### src/hdl/mic_pkg.sv
package mic_pkg;

    ////////////////////////////////////////////////////////////////////////////
    // audio and serial framing
    ////////////////////////////////////////////////////////////////////////////
    localparam int SAMPLE_W   = 16;          // kept bits per left word
    localparam int I2S_SLOT_W = 32;          // sck per channel slot

    ////////////////////////////////////////////////////////////////////////////
    // correlation window and lag search
    ////////////////////////////////////////////////////////////////////////////
    localparam int WINDOW     = 64;          // sample pairs per capture
    localparam int ADDR_W     = 6;           // log2 of WINDOW
    localparam int LAG_MAX    = 10;          // sweep covers -LAG_MAX..+LAG_MAX
    localparam int LAG_W      = 6;           // signed lag width
    localparam int ACC_W      = 32;          // signed correlation sum

    typedef logic signed [SAMPLE_W-1:0] sample_t;

    // both mics from one frame
    typedef struct packed {
        sample_t mic0;                       // upper half
        sample_t mic1;                       // lower half
    } mic_pair_t;

    // one correlation point
    typedef struct packed {
        logic signed [LAG_W-1:0] lag;        // lag of this sum
        logic signed [ACC_W-1:0] value;      // raw signed sum
    } xcorr_res_t;

endpackage

### src/hdl/capture_buf.sv
`timescale 1ns/1ps

module capture_buf (
    input  logic                       clk_60MHz,
    input  logic                       rst_n,
    input  logic                       xcorr_start,
    input  logic                       engine_busy,
    input  mic_pkg::mic_pair_t         pair,
    input  logic                       pair_valid,
    input  logic [mic_pkg::ADDR_W-1:0] addr_x,
    input  logic [mic_pkg::ADDR_W-1:0] addr_y,
    output mic_pkg::sample_t           data_x,
    output mic_pkg::sample_t           data_y,
    output logic                       win_ready
);
    import mic_pkg::*;

    mic_pair_t         mem [WINDOW];         // one window of frames
    logic [ADDR_W-1:0] wr_cnt;
    logic              capturing;
    logic              start_ok;
    logic              wr_en;

    // a start is only taken when nothing else owns the buffer
    assign start_ok = xcorr_start & ~capturing & ~engine_busy & ~win_ready;
    assign wr_en    = capturing & pair_valid;

    ////////////////////////////////////////////////////////////////////////////
    // capture control
    ////////////////////////////////////////////////////////////////////////////
    always_ff @(posedge clk_60MHz or negedge rst_n) begin
        if (!rst_n) begin
            capturing <= 1'b0;
            wr_cnt    <= '0;
            win_ready <= 1'b0;
        end else begin
            win_ready <= 1'b0;
            if (start_ok) begin
                capturing <= 1'b1;
                wr_cnt    <= '0;
            end else if (wr_en) begin
                wr_cnt <= wr_cnt + 1'b1;     // wraps to 0 after the last slot
                if (wr_cnt == ADDR_W'(WINDOW - 1)) begin
                    capturing <= 1'b0;       // hold until next accepted start
                    win_ready <= 1'b1;
                end
            end
        end
    end

    ////////////////////////////////////////////////////////////////////////////
    // storage and read ports
    ////////////////////////////////////////////////////////////////////////////
    always_ff @(posedge clk_60MHz) begin
        if (wr_en)
            mem[wr_cnt] <= pair;
        data_x <= mem[addr_x].mic0;          // one clk read latency
        data_y <= mem[addr_y].mic1;
    end

    a_ready_idle : assert property (@(posedge clk_60MHz) disable iff (!rst_n)
        win_ready |-> !engine_busy);

endmodule

### src/hdl/i2s_rx.sv
`timescale 1ns/1ps

module i2s_rx (
    input  logic             clk_60MHz,
    input  logic             rst_n,
    input  logic             sck,
    input  logic             ws,
    input  logic             sd,
    output mic_pkg::sample_t sample,
    output logic             sample_valid
);
    import mic_pkg::*;

    localparam int CNT_W = $clog2(I2S_SLOT_W);

    logic [2:0]          sck_sync;           // two sync flops plus edge tap
    logic [1:0]          ws_sync;
    logic [1:0]          sd_sync;
    logic                sck_rise;
    logic                ws_prev;            // ws seen at previous sck rise
    logic                collecting;         // inside the kept part of left slot
    logic [CNT_W-1:0]    bit_cnt;
    logic                word_done;
    logic [SAMPLE_W-1:0] shift_reg;

    assign sck_rise = sck_sync[1] & ~sck_sync[2];

    always_ff @(posedge clk_60MHz or negedge rst_n) begin
        if (!rst_n) begin
            sck_sync     <= '0;
            ws_sync      <= '0;
            sd_sync      <= '0;
            ws_prev      <= 1'b0;            // no false slot start out of reset
            collecting   <= 1'b0;
            bit_cnt      <= '0;
            word_done    <= 1'b0;
            sample_valid <= 1'b0;
        end else begin
            sck_sync     <= {sck_sync[1:0], sck};
            ws_sync      <= {ws_sync[0], ws};
            sd_sync      <= {sd_sync[0], sd};
            word_done    <= 1'b0;
            sample_valid <= word_done;       // strobe with the published word
            if (sck_rise) begin
                ws_prev <= ws_sync[1];
                if (ws_prev && !ws_sync[1]) begin
                    collecting <= 1'b1;      // msb comes on the next sck
                    bit_cnt    <= '0;
                end else if (collecting) begin
                    bit_cnt <= bit_cnt + 1'b1;
                    if (bit_cnt == CNT_W'(SAMPLE_W - 1)) begin
                        collecting <= 1'b0;  // rest of the slot dropped
                        word_done  <= 1'b1;
                    end
                end
            end
        end
    end

    always_ff @(posedge clk_60MHz) begin
        if (sck_rise && collecting && !(ws_prev && !ws_sync[1]))
            shift_reg <= {shift_reg[SAMPLE_W-2:0], sd_sync[1]};  // msb first
        if (word_done)
            sample <= shift_reg;
    end

    a_slot_after_word : assert property (@(posedge clk_60MHz) disable iff (!rst_n)
        (sck_rise && ws_prev && !ws_sync[1]) |-> !collecting);

endmodule

### src/hdl/mic_subsys.sv
`timescale 1ns/1ps

module mic_subsys (
    input  logic                             clk_60MHz,
    input  logic                             rst_n,
    input  logic                             mic_sck,
    input  logic                             mic_ws,
    input  logic                             mic0_sd,
    input  logic                             mic1_sd,
    input  logic                             xcorr_start,
    output logic signed [mic_pkg::LAG_W-1:0] lag_diff,
    output logic                             lag_valid
);
    import mic_pkg::*;

    sample_t           mic0_sample;
    sample_t           mic1_sample;
    logic              mic0_valid;
    mic_pair_t         pair;
    logic [ADDR_W-1:0] addr_x;
    logic [ADDR_W-1:0] addr_y;
    sample_t           data_x;
    sample_t           data_y;
    logic              win_ready;
    logic              busy;
    xcorr_res_t        res;
    logic              res_valid;
    logic              res_last;

    assign pair = '{mic0: mic0_sample, mic1: mic1_sample};  // same frame on both

    ////////////////////////////////////////////////////////////////////////////
    // receivers share sck and ws
    ////////////////////////////////////////////////////////////////////////////
    i2s_rx i2s_rx_mic0 (
        .clk_60MHz    (clk_60MHz),
        .rst_n        (rst_n),
        .sck          (mic_sck),
        .ws           (mic_ws),
        .sd           (mic0_sd),
        .sample       (mic0_sample),
        .sample_valid (mic0_valid)
    );

    i2s_rx i2s_rx_mic1 (
        .clk_60MHz    (clk_60MHz),
        .rst_n        (rst_n),
        .sck          (mic_sck),
        .ws           (mic_ws),
        .sd           (mic1_sd),
        .sample       (mic1_sample),
        .sample_valid ()
    );

    ////////////////////////////////////////////////////////////////////////////
    // window buffer, correlator, peak search
    ////////////////////////////////////////////////////////////////////////////
    capture_buf capture_buf_i (
        .clk_60MHz   (clk_60MHz),
        .rst_n       (rst_n),
        .xcorr_start (xcorr_start),
        .engine_busy (busy),
        .pair        (pair),
        .pair_valid  (mic0_valid),           // mic1 strobes in the same cycle
        .addr_x      (addr_x),
        .addr_y      (addr_y),
        .data_x      (data_x),
        .data_y      (data_y),
        .win_ready   (win_ready)
    );

    xcorr_engine xcorr_engine_i (
        .clk_60MHz (clk_60MHz),
        .rst_n     (rst_n),
        .win_ready (win_ready),
        .addr_x    (addr_x),
        .addr_y    (addr_y),
        .data_x    (data_x),
        .data_y    (data_y),
        .res       (res),
        .res_valid (res_valid),
        .res_last  (res_last),
        .busy      (busy)
    );

    peak_lag peak_lag_i (
        .clk_60MHz (clk_60MHz),
        .rst_n     (rst_n),
        .res       (res),
        .res_valid (res_valid),
        .res_last  (res_last),
        .lag_diff  (lag_diff),
        .lag_valid (lag_valid)
    );

endmodule

### src/hdl/peak_lag.sv
`timescale 1ns/1ps

module peak_lag (
    input  logic                             clk_60MHz,
    input  logic                             rst_n,
    input  mic_pkg::xcorr_res_t              res,
    input  logic                             res_valid,
    input  logic                             res_last,
    output logic signed [mic_pkg::LAG_W-1:0] lag_diff,
    output logic                             lag_valid
);
    import mic_pkg::*;

    logic [ACC_W-1:0]        abs_val;
    logic [ACC_W-1:0]        max_val;        // running peak magnitude
    logic signed [LAG_W-1:0] cand_lag;       // lag of running peak
    logic signed [LAG_W-1:0] win_lag;
    logic                    restart;
    logic                    take_new;

    assign abs_val  = res.value[ACC_W-1] ? -res.value : res.value;
    assign restart  = (res.lag == -LAG_MAX);              // first lag of a sweep
    assign take_new = restart || (abs_val >= max_val);    // ties go to later lag
    assign win_lag  = take_new ? res.lag : cand_lag;

    always_ff @(posedge clk_60MHz or negedge rst_n) begin
        if (!rst_n) begin
            max_val   <= '0;
            cand_lag  <= '0;
            lag_diff  <= '0;
            lag_valid <= 1'b0;
        end else begin
            lag_valid <= res_valid & res_last;
            if (res_valid) begin
                if (take_new) begin
                    max_val  <= abs_val;
                    cand_lag <= res.lag;
                end
                if (res_last)
                    lag_diff <= win_lag;     // held until next sweep ends
            end
        end
    end

    a_last_is_top_lag : assert property (@(posedge clk_60MHz) disable iff (!rst_n)
        (res_valid && res_last) |-> (res.lag == LAG_MAX));

endmodule

### src/hdl/xcorr_engine.sv
`timescale 1ns/1ps

module xcorr_engine (
    input  logic                       clk_60MHz,
    input  logic                       rst_n,
    input  logic                       win_ready,
    output logic [mic_pkg::ADDR_W-1:0] addr_x,
    output logic [mic_pkg::ADDR_W-1:0] addr_y,
    input  mic_pkg::sample_t           data_x,
    input  mic_pkg::sample_t           data_y,
    output mic_pkg::xcorr_res_t        res,
    output logic                       res_valid,
    output logic                       res_last,
    output logic                       busy
);
    import mic_pkg::*;

    localparam int IDX_W    = ADDR_W + 1;    // counts past the window
    localparam int LAST_IDX = WINDOW + 2;    // WINDOW+3 clk per lag

    logic                    issuing;        // counters running
    logic [IDX_W-1:0]        idx;            // n within the lag
    logic signed [LAG_W-1:0] lag;
    logic signed [IDX_W:0]   pos_y;          // n+L which may leave the window
    logic                    issue;
    logic                    in_win;
    logic                    v1;             // read valid
    logic                    l1;             // last n of lag at data stage
    logic                    l2;             // last n of lag at product stage
    logic signed [LAG_W-1:0] lag1;
    logic signed [LAG_W-1:0] lag2;
    logic signed [ACC_W-1:0] prod;
    logic signed [ACC_W-1:0] acc;

    assign pos_y  = $signed({1'b0, idx}) + lag;
    assign issue  = issuing && (idx < WINDOW);
    assign in_win = (pos_y >= 0) && (pos_y < WINDOW);
    assign addr_x = idx[ADDR_W-1:0];
    assign addr_y = pos_y[ADDR_W-1:0];       // masked later when out of range

    ////////////////////////////////////////////////////////////////////////////
    // lag and index sequencing
    ////////////////////////////////////////////////////////////////////////////
    always_ff @(posedge clk_60MHz or negedge rst_n) begin
        if (!rst_n) begin
            busy    <= 1'b0;
            issuing <= 1'b0;
            idx     <= '0;
            lag     <= '0;
        end else begin
            if (win_ready && !busy) begin
                busy    <= 1'b1;
                issuing <= 1'b1;
                idx     <= '0;
                lag     <= LAG_W'(-LAG_MAX);
            end else if (issuing) begin
                if (idx == IDX_W'(LAST_IDX)) begin
                    idx <= '0;
                    if (lag == LAG_MAX)
                        issuing <= 1'b0;     // last lag issued
                    else
                        lag <= lag + 1'b1;
                end else begin
                    idx <= idx + 1'b1;
                end
            end
            if (res_valid && res_last)
                busy <= 1'b0;                // sweep fully flushed
        end
    end

    ////////////////////////////////////////////////////////////////////////////
    // read, multiply, accumulate
    ////////////////////////////////////////////////////////////////////////////
    always_ff @(posedge clk_60MHz or negedge rst_n) begin
        if (!rst_n) begin
            v1        <= 1'b0;
            l1        <= 1'b0;
            l2        <= 1'b0;
            prod      <= '0;
            acc       <= '0;
            res_valid <= 1'b0;
            res_last  <= 1'b0;
        end else begin
            v1 <= issue && in_win;           // travels with the read
            l1 <= issue && (idx == WINDOW - 1);
            l2 <= l1;
            if (v1)
                prod <= data_x * data_y;
            else
                prod <= '0;                  // out of window or idle
            acc       <= l2 ? '0 : acc + prod;
            res_valid <= l2;
            res_last  <= l2 && (lag2 == LAG_MAX);
        end
    end

    always_ff @(posedge clk_60MHz) begin
        lag1 <= lag;
        lag2 <= lag1;                        // aligned with prod
        if (l2) begin
            res.lag   <= lag2;
            res.value <= acc + prod;         // includes the final product
        end
    end

    a_result_in_sweep : assert property (@(posedge clk_60MHz) disable iff (!rst_n)
        res_valid |-> busy);

endmodule

### config.mk
export PLATFORM = sky130hd
export DESIGN_NAME = mic_subsys
export DESIGN_NICKNAME = d
export VERILOG_FILES = /design/src/hdl/mic_pkg.sv /design/src/hdl/capture_buf.sv /design/src/hdl/i2s_rx.sv /design/src/hdl/mic_subsys.sv /design/src/hdl/peak_lag.sv /design/src/hdl/xcorr_engine.sv
export SDC_FILE = /design/constraint.sdc
export NUM_CORES = 2
export LEC_CHECK = 0
export CAP_MARGIN = 20
export CELL_PAD_IN_SITES_DETAIL_PLACEMENT = 0
export CELL_PAD_IN_SITES_GLOBAL_PLACEMENT = 2
export CORE_ASPECT_RATIO = 0.5
export CORE_MARGIN = 4
export CORE_UTILIZATION = 30
export DETAILED_ROUTE_END_ITERATION = 7
export DONT_BUFFER_PORTS = 1
export GPL_ROUTABILITY_DRIVEN = 0
export GPL_TIMING_DRIVEN = 0
export MAX_ROUTING_LAYER = met4
export PLACE_DENSITY_LB_ADDON = 0.25
export SETUP_SLACK_MARGIN = 0.05
export SYNTH_ARGS = -nofsm -noshare
export SYNTH_HDL_FRONTEND = slang
export SYNTH_SLANG_ARGS = --single-unit
### constraint.sdc
create_clock -name clk_60MHz -period 6.9 [get_ports clk_60MHz]
set_input_delay 0.69 -clock clk_60MHz [delete_from_list [all_inputs] [get_ports clk_60MHz]]
set_output_delay 0.69 -clock clk_60MHz [all_outputs]
set_load 0.01 [all_outputs]
After elaboration in Yosys (flattened, before gate mapping)
Memory sizes are Yosys's and may differ from the RTL's. A register that Yosys moved wholly into a read port is not among the register bits.
Index checks and enable logic that the tools add are counted.
Word-level totals
  bits of input ports: 7
  memory bits (writable): 2048
  memories: 1
  bits in registers: 282
  logic and storage cells: 154
  output and inout bits: 7
Cells by class
  $mul: 1
  bitwise logic cells: 12
  multiplexer cells: 45
  reductions and logical operators: 32
  add/sub/neg operators: 9
  magnitude comparators: 4
  equality and inequality tests: 9
Memory list
  capture_buf_i.mem: words 64, width 32, rd ports 2, clocked after Yosys merged registers in 2, wr ports 1, RTL line capture_buf.sv:18  | mic_pair_t mem [WINDOW];
Operator list (number)
  2-to-1 mux 32 bit: 3
  adder 32 bit: 2
  2-to-1 mux 6 bit: 7
  greater-or-equal comparator 32 bit: 1
  multiplier 16 x 16 -> 32 bit: 1
  negator 32 bit: 1
  2-to-1 mux 1 bit: 28
  2-to-1 mux 7 bit: 3
  2-to-1 mux 5 bit: 4
  equality test 6 x 5 -> 1 bit (second input constant): 3
  nonzero test 2 bit: 7
  logical AND 1 bit: 13
  adder 6 x 1 -> 6 bit (second input constant): 2
  adder 5 x 1 -> 5 bit (second input constant): 2
  equality test 5 x 4 -> 1 bit (second input constant): 2
  AND reduction 2 bit: 5
  adder 8 x 6 -> 8 bit: 1
  greater-or-equal comparator 8 x 1 -> 1 bit (second input constant): 1
  < comparator 8 bit (second input constant): 1
  adder 7 x 1 -> 7 bit (second input constant): 1
  bitwise AND 1 bit: 7
  equality test 7 x 6 -> 1 bit (second input constant): 1
  equality test 7 bit (second input constant): 1
  < comparator 7 bit (second input constant): 1
  6 further kinds: 14

Depth between registers and ports, before layout
  depth after elaboration: 6
  depth in mapped cells: 22

Cells and area by module
Synthesis repeated with hierarchy kept, for this count alone.
Second synthesis, totals
  cell total of the unflattened synthesis: 5483
  area total of the unflattened synthesis: 101054.4 um2
Modules (own cells, without submodules)
  capture_buf: times used 1, cells an instance 3430, area each 78851.9 um2
  xcorr_engine: times used 1, cells an instance 1585, area each 15838.9 um2
  peak_lag: times used 1, cells an instance 320, area each 3205.6 um2
  i2s_rx: times used 2, cells an instance 74, area each 1579.0 um2

Least setup slack after synthesis
OpenSTA, ideal clock, no wires.
  kind: reg-to-reg
  start point: reg capture_buf_i.data_y[7], read port of capture_buf_i.mem
  end point: reg xcorr_engine_i.prod[29]
  data required time: 6821 ps
  buffers on the path: 1
  slack: 1204 ps
  arrival: 5616 ps
  cell stages (with the launch flop): 22
  library setup time: 79 ps
  period minus slack after synthesis: 5696 ps
  path through: dfxtp_1 -> clkbuf_1 -> nand2_1 -> fa_1 -> inv_1 -> fa_1 -> inv_1 -> fa_1 -> inv_1 -> fa_1 -> fa_1 -> inv_1 -> fa_1 -> inv_1 -> ha_1 -> a21o_1 -> o31ai_1 -> a211oi_1 -> nor2_1 -> o21ai_0 -> o31ai_1 -> mux2i_1
Between the ends
  cells in the longest elaborated chain, start to end: 2
RTL lines
  from (decl): RTL line capture_buf.sv:13  | output mic_pkg::sample_t data_y,
  multiplier 16 x 16 -> 32 bit: RTL line xcorr_engine.sv:89  | prod <= data_x * data_y;
  2-to-1 mux 32 bit: RTL line xcorr_engine.sv:88  | if (v1)
  to (signal assigned): RTL line xcorr_engine.sv:89
  to (decl): RTL line xcorr_engine.sv:32  | logic signed [ACC_W-1:0] prod;
No other way between the ends.
A chain may end at the register's enable or synchronous reset.

Final worst setup path
  start point: reg capture_buf_i.data_x[8], read port of capture_buf_i.mem
  end point: reg xcorr_engine_i.prod[29]
Between the ends
  cells in the longest elaborated chain, start to end: 2
RTL lines
  from (decl): RTL line capture_buf.sv:12  | output mic_pkg::sample_t data_x,
  multiplier 16 x 16 -> 32 bit: RTL line xcorr_engine.sv:89
  2-to-1 mux 32 bit: RTL line xcorr_engine.sv:88
No other way between the ends.

==> results.sh <==
export IMPL_clock_latency_ps=930
export IMPL_setup_violations=0
export IMPL_comb_power_share_pct=0.5
export IMPL_postSynth_asyncResetShare_pct=6.88
export IMPL_start_util_pct=30.1
export IMPL_yosysTopAreaCell="edfxtp_1"
export IMPL_switching_share_pct=20.0
export IMPL_end_kind="register"
export IMPL_layout_commonest_cell="edfxtp_1"
export IMPL_cts_clk_slew_worst_paths_ps=70
export IMPL_viasPerCell=4.96
export IMPL_rsz0062_at_grt="no"
export IMPL_worst_pin_slew_ps=1370
export IMPL_design_die_area_mm2=0.346
export IMPL_switchingPower_w=0.00552
export IMPL_fill_cells=31000
export IMPL_grtUsageTotal_pct=16.4
export IMPL_crit_type="reg -> reg"
export IMPL_antenna_found_initial=21
export IMPL_largest_register="capture_buf_i.mem"
export IMPL_dp_hpwl_um=198000
export IMPL_numCtsBuffers=225
export IMPL_p_clk_share_pct=43.8
export IMPL_io_buffers=0
export IMPL_ys_types=73
export IMPL_cp_data_arrival_time_ps=7320
export IMPL_synthCells=5141
export IMPL_critical_path_n_buffers_inverters=4
export IMPL_power_density_mw_per_mm2=235
export IMPL_critPathMaxFanout=10
export IMPL_period_share_pct=95.1
export IMPL_postSynthAreaPerCell_um2=19.6
export IMPL_rows=150
export IMPL_crit_path_frequent_cell="fa_1"
export IMPL_ys_top_cells_by_area="edfxtp_1 (64%), mux4_2 (15%), fa_1 (5.2%), dfrtp_1 (4.0%), ha_1 (2.0%)"
export IMPL_cpMaxStageDelayCell="dfxtp_1"
export IMPL_firstDrtPassIters=5
export IMPL_clock_sinks=2356
export IMPL_vdd_drop_max_v=0.000210
export IMPL_maxSlewViolCount=0
export IMPL_cts_htree_levels=4
export IMPL_cp_top_family="adder cells"
export IMPL_wl_per_cell_um=27.0
export IMPL_skew_ps=115
export IMPL_min_path_type="in -> reg"
export IMPL_critPathRequiredTime_ps=7660
export IMPL_grt_pass1_wl_um=396000
export IMPL_ys_warn_count=0
export IMPL_final_layout_size_suffix_gt1_share_pct=23.7
export IMPL_seq_area_frac_synth_pct=69.0
export IMPL_drv_cap=0
export IMPL_p_int_w=0.0221
export IMPL_tns_ps=0
export IMPL_cts_root_buf="clkbuf_16"
export IMPL_synth_ff_type="edfxtp_1"
export IMPL_core_mm2=0.334
export IMPL_final_cell_mix="edfxtp_1 (2150), mux4_2 (672), inv_1 (347)"
export IMPL_drtIter0Drc=4519
export IMPL_postCtsSetupRepairBufs=0
export IMPL_cts_tree="done"
export IMPL_reg_top3="capture_buf_i.mem (2048), xcorr_engine_i.res (38)"
export IMPL_cp_start_kind="register"
export IMPL_reg2reg_depth=19
export IMPL_fmax_mhz=152
export IMPL_netlist_area_mm2=0.101
export IMPL_io_pin_count=14
export IMPL_design_area_mm2=0.118
export IMPL_grt_pass1_vias=53100
export IMPL_largest_reg_flops=2048
export IMPL_outcome="completed"
export IMPL_synth_edf_count=2150
export IMPL_synth_top_area_share_pct=64.1
export IMPL_cts_buffer_depth=4
export IMPL_slew_headroom_pct=8.90
export IMPL_num_vias=50800
export IMPL_p_seq_share_pct=55.8
export IMPL_total_power_w=0.0277
export IMPL_die_h_um=418
export IMPL_syn_num_nets=5574
export IMPL_crit_chain="clkbuf_4 -> nand2_1 -> fa_1 -> fa_1 -> fa_1 -> inv_1 -> fa_1 -> fa_1 -> inv_1 -> fa_1 -> inv_1 -> ha_1 -> a21oi_1 -> nor3b_1 -> a211oi_2 -> nor2_1 -> o21ai_0 -> o31ai_1 -> mux2i_1"
export IMPL_p_leak_nw=38.8
export IMPL_die_x_um=827
export IMPL_synth_seq_cells=2356
export IMPL_routed_wl_um=276000
export IMPL_postPlaceCellArea_mm2=0.110
export IMPL_ant_nets=0
export IMPL_cpPeakStageDelay_ps=640
export IMPL_post_route_min_period_ps=6560
export IMPL_fin_nets=5995
export IMPL_grt_overflow=0
export IMPL_hold_viol=0
export IMPL_min_path_cells=3
export IMPL_syn_to_final_growth_pct=17.1
export IMPL_cp_depth=19
export IMPL_drc_errors=0
export IMPL_grt_max_degree=163
-- final timing paths --
path                                              start                      end  slack (ps)
worst min-delay path                        xcorr_start  capture_buf_i.wr_cnt[4]          70
worst min register to register   xcorr_engine_i.lag1[4]   xcorr_engine_i.lag2[4]         320
min in group asynchronous                         rst_n   i2s_rx_mic1.sd_sync[0]         280
worst max register to register  capture_buf_i.data_x[8]  xcorr_engine_i.prod[29]         340
worst max-delay path            capture_buf_i.data_x[8]  xcorr_engine_i.prod[29]         340
max in group asynchronous                         rst_n   xcorr_engine_i.acc[31]        5330
-- worst min-delay path, stage by stage --
cell,delay [ps]
nand2_1,40
nor2_1,100
nor2_1,120
-- synth_stat cells, types with 10 or more instances --
cell type / count
edfxtp_1: 2150
mux4_2: 672
inv_1: 348
fa_1: 264
nand2_1: 209
clkbuf_1: 165
dfrtp_1: 162
ha_1: 162
nor2_1: 153
and2_1: 130
o21ai_0: 76
xnor2_1: 71
a21oi_1: 70
buf_1: 47
dfxtp_1: 44
a21o_1: 40
mux2_2: 38
nor2b_1: 37
nand3_1: 32
nand2b_1: 26
nor3_1: 26
o31ai_1: 20
xor2_1: 20
and3_1: 18
a211oi_1: 11
nand4_1: 11
o211ai_1: 10
-- metrics by stage --
stage / worst slack (ps) / util, % / hold WS (ps) / std cells
2_1_floorplan: 1200 / - / 310 / 5141
3_5_place_dp: -351 / 33.0 / 318 / 9794
4_1_cts: 45.5 / 35.2 / 8.42 / 10200
5_1_grt: 50.1 / 35.3 / 53.3 / 10200
6_report: 339 / 35.3 / 74.1 / 10200
3_3_place_gp: -282 / 31.8 / 326 / 9625
-- metal layers --
layer,GRT usage (%),up-vias,wire [um]
met5,-,-,0
met4,3.28,0,5410
met3,3.44,332,19100
met2,24.0,1465,123000
met1,23.8,27900,129000
li1,-,21100,-
-- cells by family (layout without fill, tap and decap cells) --
kind of cell             after synthesis  after routing  share of synthesized area, %
AO/OA/AOI/OAI                        297            297                          1.92
multiplexers                         717            717                          15.5
XOR/XNOR                              91             91                         0.791
AND/OR/NAND/NOR                      693            693                          3.42
other                                  0             13                             0
buffers and inverters                561           1161                          2.09
flip-flops                          2356           2356                          69.0
adder cells (fa/ha/maj)              426            426                          7.26
-- power by group through the flow --
| stage | logic [W] | clock network, W | registers [W] |
|---|---|---|---|
| 6_report | 0.000125 | 0.0121 | 0.0154 |
| 5_1_grt | 0.000143 | 0.0130 | 0.0154 |
| 3_5_place_dp | 0.0000983 | 0 | 0.0157 |
| 2_1_floorplan | 0.0000619 | 0 | 0.0157 |
| 3_3_place_gp | 0.0000767 | 0 | 0.0157 |
| 4_1_cts | 0.000128 | 0.0124 | 0.0154 |
-- layout make-up --
type                       instances  area [um^2]  area share, %
antenna                           13         32.5         0.0276
buffer                           211          830          0.704
clock buffer                     279         5940           5.04
clock inverter                   127         1120          0.952
inverter                         348         1310           1.11
multi-input combinational       2224        29600           25.1
sequential                      2356        69500           59.0
tap                             4484         5610           4.76
timing repair buffer             196         3920           3.32
-- repair_timing --
action | CTS | global route
pin swaps | 0 | 0
gates resized for setup | 25 | 33
setup endpoints to repair | 10 | 10
endpoints found under the hold margin | 167 | 0
hold buffers | 7 | 0
(Power assumes the default switching activity.)
